--- src/hdl/cpu_pkg.sv ---
// ======================================================================
// Shared types for the 16-bit multicycle core.
// Holds the data word, opcodes, branch selectors and the instruction
// word with its register and immediate views.
// ======================================================================
package cpu_pkg;

    typedef logic [15:0] word_t;                  // Data and word address.

    // Branches sit at 10xx so the low bits select the condition.
    typedef enum logic [3:0] {
        ADD  = 4'h0,
        SUB  = 4'h1,
        AND  = 4'h2,
        OR   = 4'h3,
        XOR  = 4'h4,
        ADDI = 4'h5,
        LDI  = 4'h6,
        LD   = 4'h7,
        BEQ  = 4'h8,
        BGE  = 4'h9,
        BNE  = 4'hA,
        BLE  = 4'hB,
        ST   = 4'hC,
        JMP  = 4'hD,
        HALT = 4'hE
    } opcode_e;

    typedef enum logic [1:0] {
        BR_EQ = 2'b00,                            // Taken if zero.
        BR_GE = 2'b01,                            // Taken if not negative.
        BR_NE = 2'b10,                            // Taken if not zero.
        BR_LE = 2'b11                             // Taken if negative or zero.
    } branch_type_e;

    typedef struct packed {
        opcode_e    op;
        logic [3:0] rd;                           // Destination, or compare operand.
        logic [3:0] rs;                           // First source, or address.
        logic [3:0] rt;                           // Second source, or branch offset.
    } instr_r_t;

    typedef struct packed {
        opcode_e    op;
        logic [3:0] rd;
        logic [7:0] imm8;                         // Immediate or jump target.
    } instr_i_t;

    typedef union packed {
        instr_r_t r;
        instr_i_t i;
    } instr_u;

endpackage

--- src/hdl/wb_if.sv ---
// ======================================================================
// Wishbone classic bus, 16-bit data and word address.
// Master and slave modports.
// ======================================================================
`timescale 1ns/1ps

interface wb_if;

    logic        cyc;                             // Bus cycle in progress.
    logic        stb;                             // Transfer strobe.
    logic        we;                              // Write enable.
    logic [15:0] adr;                             // Word address.
    logic [15:0] dat_w;                           // Write data.
    logic [15:0] dat_r;                           // Read data, valid with ack.
    logic        ack;                             // Transfer done.

    modport master (
        output cyc, stb, we, adr, dat_w,
        input  dat_r, ack
    );

    modport slave (
        input  cyc, stb, we, adr, dat_w,
        output dat_r, ack
    );

endinterface

--- src/hdl/cpu_control.sv ---
// ======================================================================
// Core control.
// Multicycle FSM, instruction decode, ALU, compare flags and
// next-PC selection.
// ======================================================================
`timescale 1ns/1ps

module cpu_control (
    input  logic                  CLK,
    input  logic                  rst,
    output logic                  fetch_start,
    input  logic                  fetch_done,
    input  cpu_pkg::instr_u       instr,
    output logic                  mem_start,
    output logic                  mem_we,
    output cpu_pkg::word_t        mem_addr,
    output cpu_pkg::word_t        mem_wdata,
    input  logic                  mem_done,
    input  cpu_pkg::word_t        mem_rdata,
    input  cpu_pkg::word_t        pc,
    output logic                  pc_write,
    output logic                  is_branch,
    output logic                  zero,
    output logic                  negative,
    output cpu_pkg::word_t        new_pc,
    output cpu_pkg::branch_type_e branch_type,
    output logic [3:0]            ra,
    output logic [3:0]            rb,
    input  cpu_pkg::word_t        rdata_a,
    input  cpu_pkg::word_t        rdata_b,
    output logic                  we,
    output logic [3:0]            wa,
    output cpu_pkg::word_t        wdata,
    output logic                  halt
);
    import cpu_pkg::*;

    typedef enum logic [2:0] {
        S_FETCH,
        S_EXEC,
        S_MEM,
        S_WB,
        S_HALTED
    } state_t;

    state_t  state;
    logic    busy;                                // Unit request in flight.
    opcode_e op;
    logic    op_reg;                              // Register-register ALU op.
    logic    op_branch;                           // One of the four branches.
    logic    op_write;                            // Writes rd in writeback.
    word_t   imm_sext;                            // Sign-extended imm8.
    word_t   diff;                                // rs - rd, also SUB result.
    word_t   alu_out;
    word_t   result;                              // ALU result held for writeback.

    // Decode.
    assign op        = instr.r.op;
    assign op_reg    = op inside {ADD, SUB, AND, OR, XOR};
    assign op_branch = op inside {BEQ, BGE, BNE, BLE};
    assign op_write  = op_reg || op == ADDI || op == LDI || op == LD;
    assign imm_sext  = {{8{instr.i.imm8[7]}}, instr.i.imm8};

    assign ra = (op == ADDI) ? instr.r.rd : instr.r.rs; // ADDI adds to rd.
    assign rb = op_reg ? instr.r.rt : instr.r.rd;       // Store data and compare.

    // ALU.
    assign diff = rdata_a - rdata_b;

    always_comb begin
        case (op)
            ADD:     alu_out = rdata_a + rdata_b;
            SUB:     alu_out = diff;
            AND:     alu_out = rdata_a & rdata_b;
            OR:      alu_out = rdata_a | rdata_b;
            XOR:     alu_out = rdata_a ^ rdata_b;
            ADDI:    alu_out = rdata_a + imm_sext;
            default: alu_out = imm_sext;          // LDI.
        endcase
    end

    always_ff @(posedge CLK) begin
        if (state == S_EXEC) begin
            result <= alu_out;
        end
    end

    // FSM.
    always_ff @(posedge CLK) begin
        if (rst) begin
            state <= S_FETCH;                     // First fetch right after reset.
            busy  <= 1'b0;
        end else begin
            if (fetch_start || mem_start) begin
                busy <= 1'b1;
            end else if (fetch_done || mem_done) begin
                busy <= 1'b0;
            end
            case (state)
                S_FETCH: begin
                    if (fetch_done) begin
                        state <= S_EXEC;
                    end
                end
                S_EXEC: begin
                    if (op == HALT) begin
                        state <= S_HALTED;
                    end else if (op == LD || op == ST) begin
                        state <= S_MEM;
                    end else if (op_write) begin
                        state <= S_WB;
                    end else begin
                        state <= S_FETCH;         // Branch, jump, unused opcode.
                    end
                end
                S_MEM: begin
                    if (mem_done) begin
                        state <= (op == LD) ? S_WB : S_FETCH;
                    end
                end
                S_WB:    state <= S_FETCH;
                default: state <= S_HALTED;       // Stays halted.
            endcase
        end
    end

    // Unit requests, one pulse per state entry.
    assign fetch_start = (state == S_FETCH) && !busy;
    assign mem_start   = (state == S_MEM) && !busy;
    assign mem_we      = (op == ST);
    assign mem_addr    = rdata_a;                 // Address from rs.
    assign mem_wdata   = rdata_b;                 // Store data from rd.

    // Next PC: pc+1 at end of fetch, target in execute.
    assign zero        = (diff == '0);
    assign negative    = diff[15];
    assign branch_type = branch_type_e'(instr.r.op[1:0]);
    assign is_branch   = (state == S_EXEC) && op_branch;
    assign pc_write    = (state == S_FETCH && fetch_done) ||
                         (state == S_EXEC && (op_branch || op == JMP));

    always_comb begin
        if (state != S_EXEC) begin
            new_pc = pc + 16'd1;
        end else if (op == JMP) begin
            new_pc = {8'h00, instr.i.imm8};
        end else begin
            new_pc = pc + {{12{instr.r.rt[3]}}, instr.r.rt}; // pc already past branch.
        end
    end

    // Writeback.
    assign we    = (state == S_WB);
    assign wa    = instr.r.rd;
    assign wdata = (op == LD) ? mem_rdata : result;

    assign halt = (state == S_HALTED);

    // Fetch and data transfers must never overlap, so each unit answers
    // only while the FSM waits for it.
    a_done_state: assert property (@(posedge CLK) disable iff (rst)
        !(fetch_done && state != S_FETCH) && !(mem_done && state != S_MEM))
        else $error("unit finished a transfer outside its wait state");

endmodule

--- src/hdl/cpu_top.sv ---
// ======================================================================
// Core top level.
// Control, PC, register file, fetch and data masters, arbiter.
// One Wishbone classic master port and halt.
// ======================================================================
`timescale 1ns/1ps

module cpu_top #(
    parameter cpu_pkg::word_t reset_pc = 16'h0000
) (
    input  logic        CLK,
    input  logic        rst,
    output logic        wb_cyc,
    output logic        wb_stb,
    output logic        wb_we,
    output logic [15:0] wb_adr,
    output logic [15:0] wb_dat_w,
    input  logic [15:0] wb_dat_r,
    input  logic        wb_ack,
    output logic        halt
);
    import cpu_pkg::*;

    wb_if fetch_bus ();
    wb_if lsu_bus ();
    wb_if mem_bus ();

    logic         fetch_start, fetch_done;
    instr_u       instr;
    logic         mem_start, mem_we, mem_done;
    word_t        mem_addr, mem_wdata, mem_rdata;
    word_t        pc, new_pc;
    logic         pc_write, is_branch, zero, negative;
    branch_type_e branch_type;
    logic [3:0]   ra, rb, wa;
    word_t        rdata_a, rdata_b, wdata;
    logic         we;

    assign wb_cyc      = mem_bus.cyc;
    assign wb_stb      = mem_bus.stb;
    assign wb_we       = mem_bus.we;
    assign wb_adr      = mem_bus.adr;
    assign wb_dat_w    = mem_bus.dat_w;
    assign mem_bus.dat_r = wb_dat_r;
    assign mem_bus.ack   = wb_ack;

    cpu_control u_ctrl (
        .CLK(CLK), .rst(rst),
        .fetch_start(fetch_start), .fetch_done(fetch_done), .instr(instr),
        .mem_start(mem_start), .mem_we(mem_we), .mem_addr(mem_addr),
        .mem_wdata(mem_wdata), .mem_done(mem_done), .mem_rdata(mem_rdata),
        .pc(pc), .pc_write(pc_write), .is_branch(is_branch), .zero(zero),
        .negative(negative), .new_pc(new_pc), .branch_type(branch_type),
        .ra(ra), .rb(rb), .rdata_a(rdata_a), .rdata_b(rdata_b),
        .we(we), .wa(wa), .wdata(wdata), .halt(halt)
    );

    program_counter #(.reset_pc(reset_pc)) u_pc (
        .CLK(CLK), .rst(rst), .pc_write(pc_write), .is_branch(is_branch),
        .zero(zero), .negative(negative), .new_pc(new_pc),
        .branch_type(branch_type), .pc(pc)
    );

    register_file u_rf (
        .CLK(CLK), .ra(ra), .rb(rb), .rdata_a(rdata_a), .rdata_b(rdata_b),
        .we(we), .wa(wa), .wdata(wdata)
    );

    fetch_unit u_fetch (
        .CLK(CLK), .rst(rst), .start(fetch_start), .pc(pc),
        .done(fetch_done), .instr(instr), .bus(fetch_bus.master)
    );

    load_store_unit u_lsu (
        .CLK(CLK), .rst(rst), .start(mem_start), .we(mem_we),
        .addr(mem_addr), .wdata(mem_wdata), .done(mem_done),
        .rdata(mem_rdata), .bus(lsu_bus.master)
    );

    wb_arbiter u_arb (
        .CLK(CLK), .rst(rst),
        .m0(lsu_bus.slave), .m1(fetch_bus.slave), .s(mem_bus.master)
    );

endmodule

--- src/hdl/fetch_unit.sv ---
// ======================================================================
// Instruction fetch.
// Wishbone master read at pc, instruction register, done pulse.
// ======================================================================
`timescale 1ns/1ps

module fetch_unit (
    input  logic            CLK,
    input  logic            rst,
    input  logic            start,
    input  cpu_pkg::word_t  pc,
    output logic            done,
    output cpu_pkg::instr_u instr,
    wb_if.master            bus
);

    assign bus.we    = 1'b0;                      // Read only.
    assign bus.dat_w = 16'h0000;

    always_ff @(posedge CLK) begin
        if (rst) begin
            bus.cyc <= 1'b0;
            bus.stb <= 1'b0;
            done    <= 1'b0;
        end else begin
            done <= bus.cyc && bus.ack;           // One cycle after ack.
            if (start) begin
                bus.cyc <= 1'b1;
                bus.stb <= 1'b1;
            end else if (bus.ack) begin
                bus.cyc <= 1'b0;
                bus.stb <= 1'b0;
            end
        end
    end

    always_ff @(posedge CLK) begin
        if (start) begin
            bus.adr <= pc;                        // Held until ack.
        end
        if (bus.cyc && bus.ack) begin
            instr <= bus.dat_r;
        end
    end

    // A new fetch only begins on an idle bus.
    a_start_idle: assert property (@(posedge CLK) disable iff (rst)
        start |-> !bus.cyc)
        else $error("fetch started during an open bus cycle");

endmodule

--- src/hdl/load_store_unit.sv ---
// ======================================================================
// Data load and store.
// Wishbone master read or write, load data register, done pulse.
// ======================================================================
`timescale 1ns/1ps

module load_store_unit (
    input  logic           CLK,
    input  logic           rst,
    input  logic           start,
    input  logic           we,
    input  cpu_pkg::word_t addr,
    input  cpu_pkg::word_t wdata,
    output logic           done,
    output cpu_pkg::word_t rdata,
    wb_if.master           bus
);

    always_ff @(posedge CLK) begin
        if (rst) begin
            bus.cyc <= 1'b0;
            bus.stb <= 1'b0;
            done    <= 1'b0;
        end else begin
            done <= bus.cyc && bus.ack;
            if (start) begin
                bus.cyc <= 1'b1;
                bus.stb <= 1'b1;
            end else if (bus.ack) begin
                bus.cyc <= 1'b0;                  // Drop on the clock after ack.
                bus.stb <= 1'b0;
            end
        end
    end

    // Request attributes captured once per transfer.
    always_ff @(posedge CLK) begin
        if (start) begin
            bus.we    <= we;
            bus.adr   <= addr;
            bus.dat_w <= wdata;
        end
        if (bus.cyc && bus.ack && !bus.we) begin
            rdata <= bus.dat_r;                   // Load data.
        end
    end

    a_req_stable: assert property (@(posedge CLK) disable iff (rst)
        bus.stb && !bus.ack |=> $stable(bus.adr) && $stable(bus.we))
        else $error("data request changed while waiting for ack");

endmodule

--- src/hdl/program_counter.sv ---
// ======================================================================
// Program counter.
// Reset vector, plain update and branch condition check on the
// compare flags.
// ======================================================================
`timescale 1ns/1ps

module program_counter #(
    parameter cpu_pkg::word_t reset_pc = 16'h0000
) (
    input  logic                  CLK,
    input  logic                  rst,
    input  logic                  pc_write,
    input  logic                  is_branch,
    input  logic                  zero,
    input  logic                  negative,
    input  cpu_pkg::word_t        new_pc,
    input  cpu_pkg::branch_type_e branch_type,
    output cpu_pkg::word_t        pc
);
    import cpu_pkg::*;

    logic taken;                                  // Branch condition holds.

    always_comb begin
        case (branch_type)
            BR_EQ:   taken = zero;
            BR_GE:   taken = !negative;
            BR_NE:   taken = !zero;
            default: taken = negative || zero;    // BR_LE.
        endcase
    end

    always_ff @(posedge CLK) begin
        if (rst) begin
            pc <= reset_pc;
        end else if (pc_write && (!is_branch || taken)) begin
            pc <= new_pc;                         // Untaken branch keeps pc.
        end
    end

endmodule

--- src/hdl/register_file.sv ---
// ======================================================================
// Register file, sixteen 16-bit registers.
// Two asynchronous read ports, one synchronous write port.
// ======================================================================
`timescale 1ns/1ps

module register_file (
    input  logic           CLK,
    input  logic [3:0]     ra,
    input  logic [3:0]     rb,
    output cpu_pkg::word_t rdata_a,
    output cpu_pkg::word_t rdata_b,
    input  logic           we,
    input  logic [3:0]     wa,
    input  cpu_pkg::word_t wdata
);
    import cpu_pkg::*;

    word_t regs [16];                             // r0 is an ordinary register.

    assign rdata_a = regs[ra];
    assign rdata_b = regs[rb];

    always_ff @(posedge CLK) begin
        if (we) begin
            regs[wa] <= wdata;
        end
    end

endmodule

--- src/hdl/wb_arbiter.sv ---
// ======================================================================
// Two-master Wishbone arbiter.
// m0 has priority, grant locked until the owner drops cyc.
// Combinational routing, registered grant.
// ======================================================================
`timescale 1ns/1ps

module wb_arbiter (
    input logic  CLK,
    input logic  rst,
    wb_if.slave  m0,                              // Data side, high priority.
    wb_if.slave  m1,                              // Fetch side.
    wb_if.master s
);

    logic lock;                                   // A cycle was granted last clock.
    logic owner;                                  // Granted master, 1 is m1.
    logic held;                                   // Owner still in its cycle.
    logic sel;                                    // Master routed this cycle.

    assign held = lock && (owner ? m1.cyc : m0.cyc);
    assign sel  = held ? owner : !m0.cyc;         // Free bus goes to m0 first.

    assign s.cyc   = sel ? m1.cyc : m0.cyc;
    assign s.stb   = sel ? m1.stb : m0.stb;
    assign s.we    = sel ? m1.we : m0.we;
    assign s.adr   = sel ? m1.adr : m0.adr;
    assign s.dat_w = sel ? m1.dat_w : m0.dat_w;

    // Other master sees no ack and waits.
    assign m0.ack   = s.ack && s.cyc && !sel;
    assign m1.ack   = s.ack && s.cyc && sel;
    assign m0.dat_r = sel ? 16'h0000 : s.dat_r;
    assign m1.dat_r = sel ? s.dat_r : 16'h0000;

    always_ff @(posedge CLK) begin
        if (rst) begin
            lock  <= 1'b0;
            owner <= 1'b0;
        end else begin
            lock  <= s.cyc;
            owner <= sel;
        end
    end

    // An open cycle keeps its grant, so ack cannot move to the other master.
    a_grant_held: assert property (@(posedge CLK) disable iff (rst)
        s.cyc && !s.ack |=> $stable(sel))
        else $error("grant moved during an open bus cycle");

endmodule

--- config.mk ---
export PLATFORM = sky130hd
export DESIGN_NAME = cpu_top
export DESIGN_NICKNAME = d
export VERILOG_FILES = /design/src/hdl/cpu_pkg.sv /design/src/hdl/wb_if.sv /design/src/hdl/cpu_control.sv /design/src/hdl/cpu_top.sv /design/src/hdl/fetch_unit.sv /design/src/hdl/load_store_unit.sv /design/src/hdl/program_counter.sv /design/src/hdl/register_file.sv /design/src/hdl/wb_arbiter.sv
export SDC_FILE = /design/constraint.sdc
export NUM_CORES = 1
export LEC_CHECK = 0
export ABC_AREA = 1
export BUFFER_PORTS_ARGS = -buffer_cell sky130_fd_sc_hd__buf_2
export CAP_MARGIN = 10
export CORE_MARGIN = 10
export CORE_UTILIZATION = 59
export DETAILED_ROUTE_END_ITERATION = 8
export PLACE_DENSITY = 0.76
export SYNTH_ARGS = -nofsm -noshare
export SYNTH_HDL_FRONTEND = slang
export SYNTH_SLANG_ARGS = --single-unit
--- constraint.sdc ---
create_clock -name CLK -period 5.92 [get_ports CLK]
set_input_delay 1.184 -clock CLK [delete_from_list [all_inputs] [get_ports CLK]]
set_output_delay 1.184 -clock CLK [all_outputs]
set_load 0.01 [all_outputs]
After elaboration in Yosys (flattened, before gate mapping)
Memory sizes are Yosys's and may differ from the RTL's.
Cells that the tools add are included.
Word-level totals
  flip-flop bits (word level): 123
  bits in writable memories: 256
  bits of input ports: 19
  word-level logic and storage cells: 116
  memories kept: 1
Operators by class
  add/sub/neg operators: 5
  eq/ne operators: 23
  multiplexer cells: 28
  bitwise logic cells: 3
  reductions and logical operators: 40
Memories
  u_rf.regs: depth 16, bits a word 16, read ports 2, clocked after Yosys merged registers in 0, write ports 1, RTL line register_file.sv:19  | word_t regs [16];
Operators by type and width (count)
  16-bit one-hot mux with 6 select lines: 1
  16-bit two-way mux: 5
  16-bit adder: 3
  4-bit == test, second input constant: 7
  16-bit by 1-bit adder with 16-bit output, second input constant: 1
  16-bit AND: 1
  4-bit by 3-bit == test with 1-bit output, second input constant: 4
  16-bit zero test: 1
  16-bit bitwise OR: 1
  16-bit subtractor: 1
  16-bit bitwise XOR: 1
  1-bit logical AND: 13
  1-bit two-way mux: 12
  3-bit two-way mux: 4
  3-bit one-hot mux with 4 select lines: 1
  1-bit logical OR: 10
  4-bit by 2-bit == test with 1-bit output, second input constant: 2
  4-bit two-way mux: 2
  1-bit zero test: 7
  3-bit by 2-bit == test with 1-bit output, second input constant: 2
  2-bit nonzero test: 3
  5-bit nonzero test: 1
  4-bit by 1-bit == test with 1-bit output, second input constant: 1
  4-bit zero test: 1
  other kinds (12): 14

Depth between registers and ports, before layout
Gate-level depths: netlist of run 1.
An unclocked memory read counts as a cell.
  depth in word-level cells: 10
  depth in mapped cells: 41
  depth with buffers taken out: 36

Cells and area by module
A second synthesis of run 1 with hierarchy kept.
Second synthesis, totals
  cell total of the unflattened synthesis: 3000
  area total of the unflattened synthesis: 23712.7 um^2
Modules (own cells, without submodules)
  register_file: instances 1, cells an instance 1643, area an instance 13728.2 um^2
  cpu_control: instances 1, cells an instance 947, area an instance 5667.9 um^2
  load_store_unit: instances 1, cells an instance 59, area an instance 1562.7 um^2
  fetch_unit: instances 1, cells an instance 60, area an instance 1171.1 um^2
  wb_arbiter: instances 1, cells an instance 177, area an instance 818.3 um^2
  program_counter: instances 1, cells an instance 114, area an instance 764.5 um^2

Worst setup path before layout of run 1
Ideal clock, no wire load.
  path type: reg-to-reg
  start: register u_fetch.instr[15] (netlist name)
  end: register u_ctrl.result[12] (data pin)
  setup time: 0.276 ns
  arrival: 4.949 ns
  slack: 0.695 ns
  stages on the path, launching flop included: 35
  buffers on the path: 4
  clock period less this slack: 5.225 ns
  cells stage by stage: edfxtp_1 > nor2_8 > nand3_1 > nand2_1 > clkbuf_1 > clkbuf_1 > clkbuf_1 > clkbuf_1 > a21oi_1 > o311ai_0 > nand2_1 > ha_1 > fa_1 > nand2_1 > nand2_1 > a21oi_1 > nor2_1 > nor2_1 > inv_1 > a21oi_1 > inv_1 > nand2_1 > inv_1 > nor2_1 > o21bai_1 > inv_1 > nor2_1 > o21ai_0 > nand2_1 > nand2_1 > nand2_1 > a21oi_1 > nand2_1 > nand3_1 > o2111ai_1
RTL lines
  start: declaration: RTL line fetch_unit.sv:13  | output cpu_pkg::instr_u instr,
  start signal: assignment: RTL line fetch_unit.sv:42  | instr <= bus.dat_r;
  4-bit by 3-bit == test with 1-bit output *: RTL line cpu_control.sv:64  | assign ra = (op == ADDI) ? instr.r.rd : instr.r.rs;
  4-bit two-way mux *: RTL line cpu_control.sv:64
  memory read 16 x 16 bit *
  named net mem_addr[0]: RTL line cpu_top.sv:31  | word_t mem_addr, mem_wdata, mem_rdata;
  16-bit adder, or another cell as far along: RTL line cpu_control.sv:77  | ADDI: alu_out = rdata_a + imm_sext;
  16-bit one-hot mux with 6 select lines *: RTL line cpu_control.sv:71  | case (op)
  named net u_ctrl.alu_out[12]: RTL line cpu_control.sv:54  | word_t alu_out;
  end signal: assignment: RTL line cpu_control.sv:84  | result <= alu_out;
  end: declaration: RTL line cpu_control.sv:55  | word_t result;
Mark *: on every way through the listed nets, which the timed path passes. The rest lies on a longest branch.
A chain may end at the register's enable or synchronous reset.

Worst setup path in the final report of run 1
  start: register u_fetch.instr[14] (netlist name)
  end: register u_pc.pc[12]
RTL lines
  4-bit by 3-bit == test with 1-bit output *: RTL line cpu_control.sv:64
  4-bit two-way mux *: RTL line cpu_control.sv:64
  memory read 16 x 16 bit *
  named net mem_addr[12]: RTL line cpu_top.sv:31
  16-bit subtractor *: RTL line cpu_control.sv:68  | assign diff = rdata_a - rdata_b;
  16-bit zero test: RTL line cpu_control.sv:135  | assign zero = (diff == '0);
  1-bit logical OR / 1-bit zero test (equally long branches): RTL line program_counter.sv:30, program_counter.sv:29
  1-bit one-hot mux with 3 select lines *: RTL line program_counter.sv:26  | case (branch_type)
  1-bit logical OR *: RTL line program_counter.sv:37  | end else if (pc_write && (!is_branch || taken)) begin
  1-bit logical AND *: RTL line program_counter.sv:37
  end signal: assignment: RTL line program_counter.sv:36  | pc <= reset_pc;
  end signal: assignment: RTL line program_counter.sv:38  | pc <= new_pc;
  end: declaration: RTL line program_counter.sv:19  | output cpu_pkg::word_t pc
Marks and branches as above.

==> results.ini, run 1 <==
[routing]
drt-total-wl_mm=70.2
first_pass_iters=6
wl_per_cell_um=23.2
drc=0
via_count=19383
ant_nets=0
viasPerCell=6.40
first_iter_violations=2931

[cts]
path_clk_slew_ns=0.07
cts_root_buffer=clkbuf_16
cts_tree=yes
cts_buffer_depth=3
htree_num_levels=2
clock_latency_ns=0.57
cts.sinks=379
cts_hold_buf=0
cts-buffers-inserted=41

[critical_path]
timing.rr.end=u_pc.pc[12]
cp_data_arrival_time_ns=5.90
crit_fanout=45
crit_required_ns=6.42
critical_path_class=flip-flop to flip-flop
worst-path-stages=30
cp_common_cell=nand2_1
path_buf_inv=4
reg2regPathDepth=30
start_kind=flip-flop
slowest_delay_ns=0.45
end_kind=flip-flop
reg2reg_slack_ns=0.51
crit_family=simple AND/OR/NAND/NOR gates
r2r_start=u_fetch.instr[14]
cp_slowest_cell=edfxtp_1

[floorplan]
core_area_um2=35700
fp.dieArea_um2=44500
die_y_um=211
die_w_um=211
fp-row-count=69
start_util_pct=60.1
num_io_pins=55

[yosys]
synthFlopType=edfxtp_1
synth.distinct_cells=57
synth-seq-cells=379
yosysSeqAreaShare_pct=51.7
syn-num-nets=2565
syn_avg_cell_area_um2=8.67
ys_warn_count=0
syn_inst=2478
synth_edf_count=353
synth_area_um2=21500
synthArstFlopShare_pct=0

[pwr]
p_per_area_nw_per_um2=312
p_total_w=0.00748
leakage_nw=9.89
peakVddDrop_uv=247

[sta]
tns_ns=0
relSlewSlack_pct=26.4
final.min_clock_period_ns=5.41
worst_pin_slew_ns=1.10
fin_crit_sh_pct=91.3
fin_worst_skew_ns=0.0122
fin_ws_ns=0.513
hold_violations=0
slew_violations=0
rsz0062_at_grt=no
setup-violations-final=0
max_freq_mhz=185

[cells_and_area]
n_fill_cell=2824
mostFrequentLayoutCells=nand2_1 (551), edfxtp_1 (353), nand3_1 (277)
drive_above_1_share_pct=10.7
final_common_cell=nand2_1
areaGrowthSynthToFinish_pct=11.6
diodes=0
nets=2620
instances_no_fill=3027

[placed_design]
gp_congestion=1.01
dp_hpwl_mm=45.2
dp_cells=2935
place_ws_ns=0.431
numPortBuffers=54

[global_routing]
grt_max_degree=79
grt_pass1_vias=18140
antenna_found_initial=1
gr-total-overflow=0
grt.total_usage_pct=30.4
grt_pass1_wl_mm=105

[status]
status=completed

[worst_hold_path]
holdPathStages=0
holdCritPathClass=flip-flop to flip-flop
holdCritStartpoint=u_pc.pc[3]
hold_path_end=u_fetch.bus.adr[3]

[flow_run]
cap_violations=0

## area by class of cell
| type | count | area [um^2] | area share, % |
|---|---|---|---|
| repair buffers | 127 | 938 | 3.91 |
| inverters | 285 | 1070 | 4.46 |
| well taps | 461 | 577 | 2.40 |
| clock inverters | 26 | 338 | 1.41 |
| flip-flops and latches | 379 | 11100 | 46.4 |
| multi-input cells | 1699 | 8860 | 36.9 |
| clock buffers | 50 | 1090 | 4.54 |
## worst max path at each step
| stage | startpoint | to | slack, ns |
|---|---|---|---|
| after floorplan | u_fetch.instr[15] | u_ctrl.result[12] | 0.70 |
| after global placement | u_fetch.instr[12] | u_pc.pc[6] | 0.56 |
| after detailed placement | u_fetch.instr[15] | u_pc.pc[8] | 0.43 |
| after CTS | u_fetch.instr[15] | u_pc.pc[12] | 0.39 |
| after global routing | u_fetch.instr[15] | u_pc.pc[7] | 0.06 |
| final | u_fetch.instr[14] | u_pc.pc[12] | 0.51 |
## report_power, final
group	total (W)	switching (W)	leakage, nW	internal, W
logic	0.00169	0.00117	5.76	0.000520
registers	0.00305	0.0000411	3.43	0.00301
clock network	0.00274	0.00111	0.696	0.00163
total	0.00748	0.00232	9.89	0.00516
## per-layer routing
layer / share of wire (%) / wire length, um / track usage (%) / up-vias
li1: - / - / - / 8652
met5: 0 / 0 / 0 / -
met3: 12 / 8270 / 4.63 / 286
met1: 38 / 26600 / 40.7 / 9039
met4: 6.0 / 4240 / 15.3 / 0
met2: 44 / 31100 / 47.5 / 1406
## synth_stat cells, drive strengths merged, types with 8 or more instances
cell type	count	area, um^2
nand2	574	2230
edfxtp	353	10600
inv	282	1060
nand3	281	1420
nor2	205	801
a21oi	189	950
o21ai	183	980
clkbuf	71	267
ha	66	826
buf	47	329
o311ai	34	298
or3	28	175
dfxtp	26	521
nor3	23	115
nand4	12	75.1
xor2	12	105
o221ai	11	96.3
o22ai	9	56.3
o211ai	8	60.1
## flip-flops by register name, indices dropped and copies added (netlist names)
name / flops
u_rf.regs: 256
u_ctrl.result: 16
u_fetch.bus.adr: 16
u_fetch.instr: 16
u_lsu.bus.adr: 16
u_lsu.bus.dat_w: 16
u_lsu.rdata: 16
u_pc.pc: 16
u_ctrl.state: 3
u_arb.lock: 1
u_arb.owner: 1
u_ctrl.busy: 1
u_fetch.bus.cyc: 1
u_fetch.done: 1
u_lsu.bus.cyc: 1
u_lsu.bus.we: 1
u_lsu.done: 1
## through the flow
stage | area (um^2) | util (%) | hold WS, ns
after floorplan | 21500 | - | 0.456
after global placement | 22400 | 62.6 | 0.487
after detailed placement | 22400 | 62.6 | 0.484
after CTS | 23800 | 66.6 | 0.499
after global routing | 24000 | 67.1 | 0.532
final | 24000 | 67.1 | 0.501
## timing repair
| item | CTS | global route |
|---|---|---|
| endpoints found under the hold margin | 0 | 0 |
| setup buffers | 0 | 12 |
| resized for setup | 0 | 4 |
| endpoints found under the setup margin | 0 | 18 |
## kinds of logic after synthesis
family | share of synthesized area [%]
xor gates and xnor gates | 0.571
DFF | 51.7
and+or+nand+nor | 22.8
buffers and inverters | 7.75
adders and majority gates | 4.03
AOI/OAI and AO/OA | 13.1
No activity file was read; power rests on OpenSTA's default activity.
==> inputs of run 2 (changes only) <==
Settings changed: CORE_UTILIZATION 59 to 57, PLACE_DENSITY 0.76 to 0.77, SKIP_CTS_REPAIR_TIMING set to 1.
Clock period 5.92 ns to 4.37 ns, I/O delays scaled along.
==> run 2 against run 1 <==
Compared with the run above:
- the run now ends with negative setup slack left
- maximum frequency rose by 11%
- clock skew rose by 0.013 ns
- flip-flop and latch count did not move
- die area rose by 3.2%
- first-iteration DRC count rose by 1.4%
- count of clock-buffer cells in the layout fell by 2
- critical path depth rose by 1
- critical endpoint is now u_pc.pc[1]
- largest power group unchanged
- highest routed layer is now met5
==> results.ini, run 2 (synthesis gave the netlist of run 1 again) <==
[status]
status=complete, but fails checks
failed_checks=negative setup slack

[global_routing]
grt.total_usage_pct=30.5
gr-total-overflow=0
grt_max_degree=53
grt_pass1_wl_mm=109
antenna_found_initial=1
grt_pass1_vias=18994

[sta]
setup-violations-final=23
worst_pin_slew_ns=1.15
hold_violations=0
max_freq_mhz=206
final.min_clock_period_ns=4.86
fin_worst_skew_ns=0.0250
tns_ns=-9.08
fin_ws_ns=-0.487
fin_crit_sh_pct=111
rsz0062_at_grt=yes
slew_violations=0
relSlewSlack_pct=23.0

[pwr]
seqPwrFrac_pct=38.9
leakage_nw=11.1
power_frac_clock_pct=31.6
p_total_w=0.0106
p_switching_w=0.00335
p_int_w=0.00727
switching_share_pct=31.6
p_per_area_nw_per_um2=403
peakVddDrop_uv=348
p_comb_share_pct=29.4

[critical_path]
start_kind=flip-flop
cp_data_arrival_time_ns=5.36
crit_required_ns=4.87
slowest_delay_ns=0.50
cp_common_cell=buf_4
end_kind=flip-flop
critical_path_class=flip-flop to flip-flop
cp_slowest_cell=edfxtp_1
crit_fanout=8

[routing]
first_pass_iters=6
via_count=20231
drc=0
viasPerCell=6.10
ant_nets=0
drt-total-wl_mm=73.7
wl_per_cell_um=22.2
first_iter_violations=2971

[cts]
path_clk_slew_ns=0.06
cts_tree=yes
cts_root_buffer=clkbuf_16
clock_latency_ns=0.59
cts.sinks=379
cts-buffers-inserted=41
cts_buffer_depth=3
htree_num_levels=2

[floorplan]
fp-row-count=71
die_w_um=214
die_y_um=214
num_io_pins=55
core_area_um2=37400
start_util_pct=57.5
fp.dieArea_um2=45900

[cells_and_area]
largest_reg_flops=256
max_flop_register=u_rf.regs
n_fill_cell=2817
regArea_um2=11100
nets=2865
drive_above_1_share_pct=20.3
diodes=0
final_common_cell=nand2_1
areaGrowthSynthToFinish_pct=22.6
multi_input_area_um2=9150
mostFrequentLayoutCells=nand2_1 (540), edfxtp_1 (353), buf_4 (278)

[placed_design]
gp_congestion=0.988
dp_hpwl_mm=50.2
place_ws_ns=-0.472
numPortBuffers=54

[flow_run]
cap_violations=0

[worst_hold_path]
holdCritPathClass=flip-flop to flip-flop

## run 2: cell types whose count changed in the layout (fill, tap and decap cells not counted), moves of 7 or more
cell / previous run / this run
buf_4: 64 / 278
nor2_1: 183 / 169
o21ai_1: 1 / 9
clkinv_1: 8 / 15
buf_6: 0 / 11
o21ai_0: 175 / 164
nand2_2: 14 / 22
buf_12: 8 / 28
a21oi_1: 188 / 181
nor2_2: 16 / 24
nand3_1: 277 / 270
nand2_1: 551 / 540
## run 2: power by group through the flow
stage                     Clock [W]  Combinational [W]  Sequential, W
after detailed placement          0            0.00286        0.00421
after CTS                   0.00338            0.00288        0.00413
after global placement            0            0.00282        0.00421
final                       0.00336            0.00313        0.00413
after global routing        0.00351            0.00338        0.00414
after floorplan                   0            0.00157        0.00419
## run 2: area by class of cell
class,count,area share [%]
clock buffers,48,4.07
clock inverters,24,0.736
inverters,285,4.07
multi-input cells,1696,34.7
flip-flops and latches,379,42.2
well taps,511,2.43
repair buffers,375,11.8
## run 2: routing by layer
metal  share of wire, %  up-vias  global-route usage, %
li1                   -     9142                      -
met1                 39     9435                   40.2
met2                 44     1384                   46.6
met3                 11      268                   5.88
met4                5.6        2                   17.3
met5              0.012        -                      0
## run 2: worst paths after layout
kind / slack, ns / end / from / cells past startpoint
max: -0.49 / u_pc.pc[1] / u_fetch.instr[15] / 31
min: 0.51 / u_fetch.bus.adr[3] / u_pc.pc[3] / 0
max reg2reg: -0.49 / u_pc.pc[1] / u_fetch.instr[15] / 31
min reg2reg: 0.51 / u_fetch.bus.adr[3] / u_pc.pc[3] / 0
## run 2: worst max-delay path: cells and delay by family, from the launching register on
family / cells / cell delay (ns)
simple gates: 17 / 2.12
buf+inv: 7 / 1.17
compound gates: 6 / 0.80
flops: 1 / 0.50
fa+ha+maj: 1 / 0.20
## run 2: metrics by stage
stage | area (um^2) | hold slack (ns) | cells | util (%)
global placement | 24600 | 0.483 | 3231 | 65.8
CTS | 25900 | 0.507 | 3303 | 69.2
global route | 26400 | 0.530 | 3318 | 70.5
finish | 26400 | 0.513 | 3318 | 70.5
detailed placement | 24600 | 0.487 | 3231 | 65.8
floorplan | 21700 | 0.456 | 2478 | -
